===== config.mk =====
export PLATFORM = sky130hd
export DESIGN_NAME = aes_core_top
export DESIGN_NICKNAME = d
export VERILOG_FILES = /design/src/logic/aes_pkg.sv /design/src/logic/aes_core_top.sv /design/src/logic/aes_round_ctrl.sv /design/src/logic/aes_key_expand.sv /design/src/logic/aes_round.sv
export VERILOG_INCLUDE_DIRS = /design/src /design/src/logic
export SDC_FILE = /design/constraint.sdc
export NUM_CORES = 2
export LEC_CHECK = 0
export BUFFER_PORTS_ARGS = -buffer_cell sky130_fd_sc_hd__buf_4
export CORE_MARGIN = 2
export CORE_UTILIZATION = 35
export DETAILED_ROUTE_END_ITERATION = 8
export PLACE_DENSITY = 0.49
export SYNTH_ARGS = -nofsm -noshare
export SYNTH_HDL_FRONTEND = slang
export SYNTH_SLANG_ARGS = --single-unit

===== constraint.sdc =====
create_clock -name clk -period 33.7 [get_ports clk]
set_input_delay 5.055 -clock clk [delete_from_list [all_inputs] [get_ports clk]]
set_output_delay 5.055 -clock clk [all_outputs]
set_load 0.005 [all_outputs]

===== src/logic/aes_cfg.svh =====
`ifndef AES_CFG_SVH
`define AES_CFG_SVH

// data block and key widths
`define AES_BLOCK_BITS 128
`define AES_KEY_BITS 128

// one state byte
`define AES_BYTE_BITS 8

// aes-128 round count
`define AES_NUM_ROUNDS 10

// wide enough for rounds 0 to 10
`define AES_ROUND_BITS 4

`endif

===== src/logic/aes_pkg.sv =====
`include "aes_cfg.svh"

package aes_pkg;

    typedef logic [`AES_BLOCK_BITS-1:0] aes_block_t;
    typedef logic [`AES_ROUND_BITS-1:0] aes_round_t;

    typedef struct packed {
        logic [`AES_KEY_BITS-1:0] key;
        aes_block_t               plain;
    } aes_req_t;

    typedef enum logic [1:0] {
        IDLE,
        ROUND,
        DONE
    } aes_state_e;

    // forward s-box, entry 0x00 in the top byte
    localparam logic [256*`AES_BYTE_BITS-1:0] sbox_table = {
        128'h637c777bf26b6fc53001672bfed7ab76,
        128'hca82c97dfa5947f0add4a2af9ca472c0,
        128'hb7fd9326363ff7cc34a5e5f171d83115,
        128'h04c723c31896059a071280e2eb27b275,
        128'h09832c1a1b6e5aa0523bd6b329e32f84,
        128'h53d100ed20fcb15b6acbbe394a4c58cf,
        128'hd0efaafb434d338545f9027f503c9fa8,
        128'h51a3408f929d38f5bcb6da2110fff3d2,
        128'hcd0c13ec5f974417c4a77e3d645d1973,
        128'h60814fdc222a908846eeb814de5e0bdb,
        128'he0323a0a4906245cc2d3ac629195e479,
        128'he7c8376d8dd54ea96c56f4ea657aae08,
        128'hba78252e1ca6b4c6e8dd741f4bbd8b8a,
        128'h703eb5664803f60e613557b986c11d9e,
        128'he1f8981169d98e949b1e87e9ce5528df,
        128'h8ca1890dbfe6426841992d0fb054bb16
    };

    function automatic logic [`AES_BYTE_BITS-1:0] sbox(input logic [`AES_BYTE_BITS-1:0] b);
        // ~b counts entries from the bottom of the table
        return sbox_table[{~b, 3'b000} +: `AES_BYTE_BITS];
    endfunction

    function automatic logic [`AES_BYTE_BITS-1:0] xtime(input logic [`AES_BYTE_BITS-1:0] b);
        logic [`AES_BYTE_BITS-1:0] shifted;
        shifted = {b[`AES_BYTE_BITS-2:0], 1'b0};
        // reduce by x^8 + x^4 + x^3 + x + 1
        return b[`AES_BYTE_BITS-1] ? (shifted ^ 8'h1b) : shifted;
    endfunction

    function automatic logic [`AES_BYTE_BITS-1:0] rcon(input aes_round_t round);
        case (round)
            4'd1:    return 8'h01;
            4'd2:    return 8'h02;
            4'd3:    return 8'h04;
            4'd4:    return 8'h08;
            4'd5:    return 8'h10;
            4'd6:    return 8'h20;
            4'd7:    return 8'h40;
            4'd8:    return 8'h80;
            4'd9:    return 8'h1b;
            4'd10:   return 8'h36;
            default: return 8'h00;
        endcase
    endfunction

endpackage


===== src/logic/aes_core_top.sv =====
module aes_core_top (
    input  logic                clk,
    input  logic                rst_n,
    input  logic                req,
    input  aes_pkg::aes_req_t   req_data,
    output logic                ack,
    output aes_pkg::aes_block_t cipher
);

    aes_pkg::aes_block_t state_q;
    aes_pkg::aes_block_t round_key_q;
    aes_pkg::aes_block_t next_key;
    aes_pkg::aes_block_t round_out;
    aes_pkg::aes_round_t round_num;
    logic                final_round;

    aes_round_ctrl u_ctrl (
        .clk         (clk),
        .rst_n       (rst_n),
        .req         (req),
        .req_data    (req_data),
        .round_out   (round_out),
        .next_key    (next_key),
        .state_q     (state_q),
        .round_key_q (round_key_q),
        .round_num   (round_num),
        .final_round (final_round),
        .ack         (ack)
    );

    aes_round u_round (
        .state_in    (state_q),
        .round_key   (next_key),
        .final_round (final_round),
        .state_out   (round_out)
    );

    aes_key_expand u_key_expand (
        .key_in    (round_key_q),
        .round_num (round_num),
        .key_out   (next_key)
    );

    // state register holds the ciphertext in DONE
    assign cipher = state_q;

endmodule


===== src/logic/aes_round_ctrl.sv =====
`include "aes_cfg.svh"

module aes_round_ctrl (
    input  logic                clk,
    input  logic                rst_n,
    input  logic                req,
    input  aes_pkg::aes_req_t   req_data,
    input  aes_pkg::aes_block_t round_out,
    input  aes_pkg::aes_block_t next_key,
    output aes_pkg::aes_block_t state_q,
    output aes_pkg::aes_block_t round_key_q,
    output aes_pkg::aes_round_t round_num,
    output logic                final_round,
    output logic                ack
);

    aes_pkg::aes_state_e fsm_q;
    logic                accept;

    assign accept = (fsm_q == aes_pkg::IDLE) && req;

    assign final_round = (fsm_q == aes_pkg::ROUND)
                       && (round_num == aes_pkg::aes_round_t'(`AES_NUM_ROUNDS));

    always_ff @(posedge clk or negedge rst_n)
    begin
        if (!rst_n)
        begin
            fsm_q     <= aes_pkg::IDLE;
            round_num <= '0;
            ack       <= 1'b0;
        end
        else
        begin
            case (fsm_q)
                aes_pkg::IDLE:
                begin
                    if (req)
                    begin
                        fsm_q     <= aes_pkg::ROUND;
                        round_num <= aes_pkg::aes_round_t'(1);
                    end
                end
                aes_pkg::ROUND:
                begin
                    if (final_round)
                    begin
                        fsm_q <= aes_pkg::DONE;
                    end
                    else
                    begin
                        round_num <= round_num + 1'b1;
                    end
                end
                aes_pkg::DONE:
                begin
                    // ack goes out one cycle after the last round
                    if (!ack)
                    begin
                        ack <= 1'b1;
                    end
                    else if (!req)
                    begin
                        ack   <= 1'b0;
                        fsm_q <= aes_pkg::IDLE;
                    end
                end
                default:
                begin
                    fsm_q <= aes_pkg::IDLE;
                end
            endcase
        end
    end

    // initial addroundkey on accept then one round per cycle
    always_ff @(posedge clk)
    begin
        if (accept)
        begin
            state_q     <= req_data.plain ^ req_data.key;
            round_key_q <= req_data.key;
        end
        else if (fsm_q == aes_pkg::ROUND)
        begin
            state_q     <= round_out;
            round_key_q <= next_key;
        end
    end

    // req seen at the edge that set ack
    a_ack_needs_req: assert property (@(posedge clk) disable iff (!rst_n)
        $rose(ack) |-> $past(req));

    a_round_range: assert property (@(posedge clk) disable iff (!rst_n)
        (fsm_q == aes_pkg::ROUND) |-> (round_num >= 1 && round_num <= `AES_NUM_ROUNDS));

    // requester must hold the block until ack
    a_req_data_stable: assert property (@(posedge clk) disable iff (!rst_n)
        (req && !ack) ##1 (req && !ack) |-> $stable(req_data));

endmodule


===== src/logic/aes_key_expand.sv =====
`include "aes_cfg.svh"

module aes_key_expand (
    input  aes_pkg::aes_block_t key_in,
    input  aes_pkg::aes_round_t round_num,
    output aes_pkg::aes_block_t key_out
);

    localparam int byte_w = `AES_BYTE_BITS;
    localparam int word_w = 4 * byte_w;

    logic [word_w-1:0] w [4];
    logic [word_w-1:0] n [4];
    logic [word_w-1:0] rot_w;
    logic [word_w-1:0] sub_w;
    logic [word_w-1:0] temp_w;

    always_comb
    begin
        for (int i = 0; i < 4; i++)
        begin
            w[i] = key_in[`AES_KEY_BITS-1 - i*word_w -: word_w];
        end
    end

    // rotword then subword on w3
    assign rot_w = {w[3][word_w-byte_w-1:0], w[3][word_w-1 -: byte_w]};

    always_comb
    begin
        for (int j = 0; j < 4; j++)
        begin
            sub_w[j*byte_w +: byte_w] = aes_pkg::sbox(rot_w[j*byte_w +: byte_w]);
        end
    end

    assign temp_w = sub_w ^ {aes_pkg::rcon(round_num), {(word_w - byte_w){1'b0}}};

    // each new word chains off the one before
    always_comb
    begin
        n[0] = w[0] ^ temp_w;
        for (int i = 1; i < 4; i++)
        begin
            n[i] = w[i] ^ n[i-1];
        end
        key_out = {n[0], n[1], n[2], n[3]};
    end

endmodule


===== src/logic/aes_round.sv =====
`include "aes_cfg.svh"

module aes_round (
    input  aes_pkg::aes_block_t state_in,
    input  aes_pkg::aes_block_t round_key,
    input  logic                final_round,
    output aes_pkg::aes_block_t state_out
);

    localparam int byte_w = `AES_BYTE_BITS;
    localparam int num_bytes = `AES_BLOCK_BITS / byte_w;

    logic [byte_w-1:0] sub_b [num_bytes];
    logic [byte_w-1:0] shift_b [num_bytes];
    logic [byte_w-1:0] mix_b [num_bytes];

    // byte 0 sits in the top bits
    always_comb
    begin
        for (int i = 0; i < num_bytes; i++)
        begin
            sub_b[i] = aes_pkg::sbox(state_in[`AES_BLOCK_BITS-1 - i*byte_w -: byte_w]);
        end
    end

    // row r rotates left by r columns
    always_comb
    begin
        for (int c = 0; c < 4; c++)
        begin
            for (int r = 0; r < 4; r++)
            begin
                shift_b[4*c + r] = sub_b[4*((c + r) % 4) + r];
            end
        end
    end

    // per column: a_r ^ sum ^ 2*(a_r ^ a_r+1)
    always_comb
    begin
        logic [byte_w-1:0] col_sum;
        for (int c = 0; c < 4; c++)
        begin
            col_sum = shift_b[4*c] ^ shift_b[4*c + 1] ^ shift_b[4*c + 2] ^ shift_b[4*c + 3];
            for (int r = 0; r < 4; r++)
            begin
                mix_b[4*c + r] = shift_b[4*c + r] ^ col_sum
                               ^ aes_pkg::xtime(shift_b[4*c + r] ^ shift_b[4*c + (r + 1) % 4]);
            end
        end
    end

    // last round has no mixcolumns
    always_comb
    begin
        for (int i = 0; i < num_bytes; i++)
        begin
            state_out[`AES_BLOCK_BITS-1 - i*byte_w -: byte_w] =
                (final_round ? shift_b[i] : mix_b[i])
                ^ round_key[`AES_BLOCK_BITS-1 - i*byte_w -: byte_w];
        end
    end

endmodule


==> impl_results.md <==
* Result of the run: completed
* Cell type contributing the most total cell area after synthesis: sky130_fd_sc_hd__edfxtp_1
* Starting Density at 0.351
* Final Hold Violating Endpoints at 0
* Number of top-level pins at approximately 390
* Max Freq at between 100 and 150 MHz
* Area of the multi-input gates at 0.0743 mm²
* Depth of the CTS H-tree at 2
* Library cell used as clock root buffer: sky130_fd_sc_hd__clkbuf_16
* Vias at between 100k and 150k
* Synth warnings at 0
* Clock period minus worst slack at approximately 8.1 ns
* Class of the most critical setup path: input port to flip-flop
* Most common flop cell mapped by yosys: sky130_fd_sc_hd__edfxtp_1
* Number of flops mapped to enable cells by yosys at 256
* Number of antenna violations at the first check in global routing at 47
* Global-route wire length before repair at between 700000 and 800000 µm
* First drt pass iteration count at 7
* Netlist area before placement at about 0.09 mm²
* Final worst hold slack at 0.551 ns
* Setup repair after global routing missed its margin: no
* Routed Wire Length at 528000 µm
* Layout cell share with drive strength beyond 1 at 0.113
* Placement Rows at 186
* Clock edge transition at the registers on the reported setup and hold paths at roughly 0.060 ns
* CP endpoint kind: flip-flop
* Asr flop ratio synth at 0.0266
* Max Clock Skew at 0.0375 ns
* Clock latency of the later-clocked register in the worst-skew pair at about 0.62 ns
* Mapped Nets at 13300
* Global-route usage over all layers at 0.378
* Fraction of the cycle the final worst path needs at 0.242
* Max-Slew Margin vs Limit at 0.0855
* Count of buffer and inverter cells on the critical path at 6
* Sinks on Clock Net at 263
* Data arrival time of the worst path at 8.44 ns
* Largest cells by area after synthesis: sky130_fd_sc_hd__edfxtp_1 (8.5%), sky130_fd_sc_hd__a21oi_1 (5.7%), sky130_fd_sc_hd__o21ai_0 (4.8%)
* Total of flip-flops plus latches after synthesis at 263
* Final setup viols at 0
* Unique masters post-synth at 140
* Vias in the first global route at 99600
* Average routed wire per standard cell at 34.1 µm
* PortBufs at 387
* Area occupied by registers at approximately 0.0079 mm²
* Ordered cell list for the critical path: buf_4 > inv_1 > nor3_2 > buf_4 > buf_4 > buf_4 > buf_4 > nor2_1 > nand2_1 > o221ai_1
* Resize count post-CTS at 0
* Max-slew violation count at 0
* Average footprint of a synthesized cell at 7.06 µm²
* Top-area cell type share of the netlist area at 0.0854
* Global route overflow at 0
* Post-detailed-placement half-perimeter wirelength at roughly 380000 µm
* Crit-path most repeated cell: sky130_fd_sc_hd__buf_4
* Gate count after technology mapping at 12700
* Horizontal die dimension at 511 µm
* Maximum net fanout on the critical path at 75
* Total CTS buffers at 36
* Floorplan Core Area at 0.256 mm²
* Pin slew with the least headroom to its limit at 1.33 ns
* Buffer depth of the longest clock path at 3
* Number of post-CTS setup repair buffers at 0
* Number of hold buffers added after cts at 0
* Maximum Capacitance Violations at 0
* Number of design-rule violations left by the first detailed-router iteration at 20500
* Chip height at 511 µm
* Sequential cell area fraction in the yosys report at 0.0874
* TritonCTS clock tree: yes
* Path class of the lowest-slack min-delay path: flip-flop to flip-flop
* Residual antenna-violating net count after detailed routing at 0
* CP max stage delay at approximately 0.75 ns
* Cell with the biggest individual delay on the critical path: sky130_fd_sc_hd__buf_4
* Cell family with most CP delay: buffers and inverters
* Post-route setup TNS at 0 ns
* Residual DRC at 0
* Final weighted congestion of routability-driven global placement at 1.04
* Growth of design area from synthesis to finish at 4.37%
* CP startpoint kind: input port
* Fin nets at between 10000 and 15000
* Worst EP required at approximately 34 ns
* Vias per cell at 7.12
* Final-layout fill cell count at 27400
* Full die area at 0.261 mm²
* Largest net degree at the start of global routing at ~150
[through the flow]
stage,worst slack (ns),util,area [µm²],instances
final,25.56,0.367,93900,15500
after global routing,25.35,0.367,93900,15500
after CTS,25.63,0.366,93800,15400
after detailed placement,25.00,0.362,92700,15400
after global placement,24.92,0.362,92700,15400
after floorplan,17.04,-,90000,12700
[path summary, 6_finish.rpt]
path                                              startpoint                               to  slack (ns)  cells after the start
worst min register to register        u_ctrl.ack$_DFFE_PN0P_           u_ctrl.ack$_DFFE_PN0P_        0.55                      2
worst min-delay path                  u_ctrl.ack$_DFFE_PN0P_           u_ctrl.ack$_DFFE_PN0P_        0.55                      2
max in group asynchronous                              rst_n  u_ctrl.round_num[2]$_DFFE_PN0P_       29.33                      1
worst max register to register  u_ctrl.state_q[49]$_DFFE_PP_     u_ctrl.state_q[64]$_DFFE_PP_       27.03                     14
min in group asynchronous                              rst_n      u_ctrl.fsm_q[0]$_DFFE_PN0P_        4.25                      1
worst max-delay path                                     req     u_ctrl.state_q[34]$_DFFE_PP_       25.56                     10
[synthesized netlist by cell type, types with 177 or more instances]
cell type,number
sky130_fd_sc_hd__xnor2_1,459
sky130_fd_sc_hd__o211ai_1,250
sky130_fd_sc_hd__ha_1,302
sky130_fd_sc_hd__nor3_1,423
sky130_fd_sc_hd__mux4_2,186
sky130_fd_sc_hd__nor2_1,960
sky130_fd_sc_hd__a211oi_1,270
sky130_fd_sc_hd__buf_2,508
sky130_fd_sc_hd__mux2i_1,177
sky130_fd_sc_hd__nand2b_1,448
sky130_fd_sc_hd__nor2b_1,394
sky130_fd_sc_hd__xor2_1,310
sky130_fd_sc_hd__a31oi_1,277
sky130_fd_sc_hd__nand2_1,1054
sky130_fd_sc_hd__clkbuf_1,721
sky130_fd_sc_hd__nand3_1,418
sky130_fd_sc_hd__inv_1,181
sky130_fd_sc_hd__edfxtp_1,256
sky130_fd_sc_hd__a21oi_1,1033
sky130_fd_sc_hd__a311oi_1,224
sky130_fd_sc_hd__o21ai_0,862
[logic make-up after synthesis]
group,count (synthesis),share of synthesized area
DFF,263,0.0874
muxes,423,0.0739
buffers and inverters,1724,0.0878
xor gates and xnor gates,889,0.102
AOI/OAI and AO/OA,4688,0.360
and+or+nand+nor,4454,0.247
adders and majority gates,304,0.0423
[flip-flops by register name (all words and copies together), names as in the netlist]
name / flops
u_ctrl.round_key_q: 128
u_ctrl.ack: 1
u_ctrl.state_q: 128
u_ctrl.round_num: 4
u_ctrl.fsm_q: 2
[cell usage in the layout (no fill, tap or decap), drive strengths merged, types with 76 or more instances in the layout]
cell and count:
nand2 1057, a21oi 1037, nor2 967, o21ai 927, buf 712, xnor2 484, nand2b 448, nor3 425
nand3 418, nor2b 394, xor2 337, ha 302, a211oi 279, a31oi 278, edfxtp 256, o211ai 252
a311oi 230, inv 207, o311ai 191, mux4 186, mux2i 179, o31ai 151, and2 139, or2 129
o22ai 106, a221oi 106, o221ai 104, a211o 93, or3 86, and3 81, a21o 76
[worst register-to-register path: stages, from the launching register on]
cell and delay [ns]:
sky130_fd_sc_hd__edfxtp_1 0.79, sky130_fd_sc_hd__buf_4 0.55, sky130_fd_sc_hd__inv_1 0.54, sky130_fd_sc_hd__ha_1 0.79, sky130_fd_sc_hd__nor2b_1 0.36, sky130_fd_sc_hd__mux2_2 0.32
sky130_fd_sc_hd__a2111oi_0 0.42, sky130_fd_sc_hd__a211oi_1 0.09, sky130_fd_sc_hd__a31oi_1 0.31, sky130_fd_sc_hd__nand3_1 0.57, sky130_fd_sc_hd__xnor2_2 0.54, sky130_fd_sc_hd__xnor2_1 0.20
sky130_fd_sc_hd__o21ai_0 0.58, sky130_fd_sc_hd__xnor2_1 0.20, sky130_fd_sc_hd__a21oi_1 0.09
[per-layer routing]
metal | global-route usage | up-vias | routed length [µm]
li1 | - | 46700 | -
met2 | 0.573 | 8700 | 227000
met3 | 0.0637 | 1497 | 56700
met5 | 0 | - | 120
met4 | 0.228 | 22 | 38600
met1 | 0.501 | 53200 | 205000
[cell type report]
cell class | instances | area share
clock inverters | 24 | 0.00246
well taps | 3384 | 0.0451
clock buffers | 41 | 0.00979
multi-input cells | 10800 | 0.791
flip-flops and latches | 263 | 0.0837
diodes | 38 | 0.00101
inverters | 237 | 0.00947
repair buffers | 712 | 0.0573
Power is not shown: default switching activity piles up to over one toggle a cycle in this logic, so the estimate is an artifact.
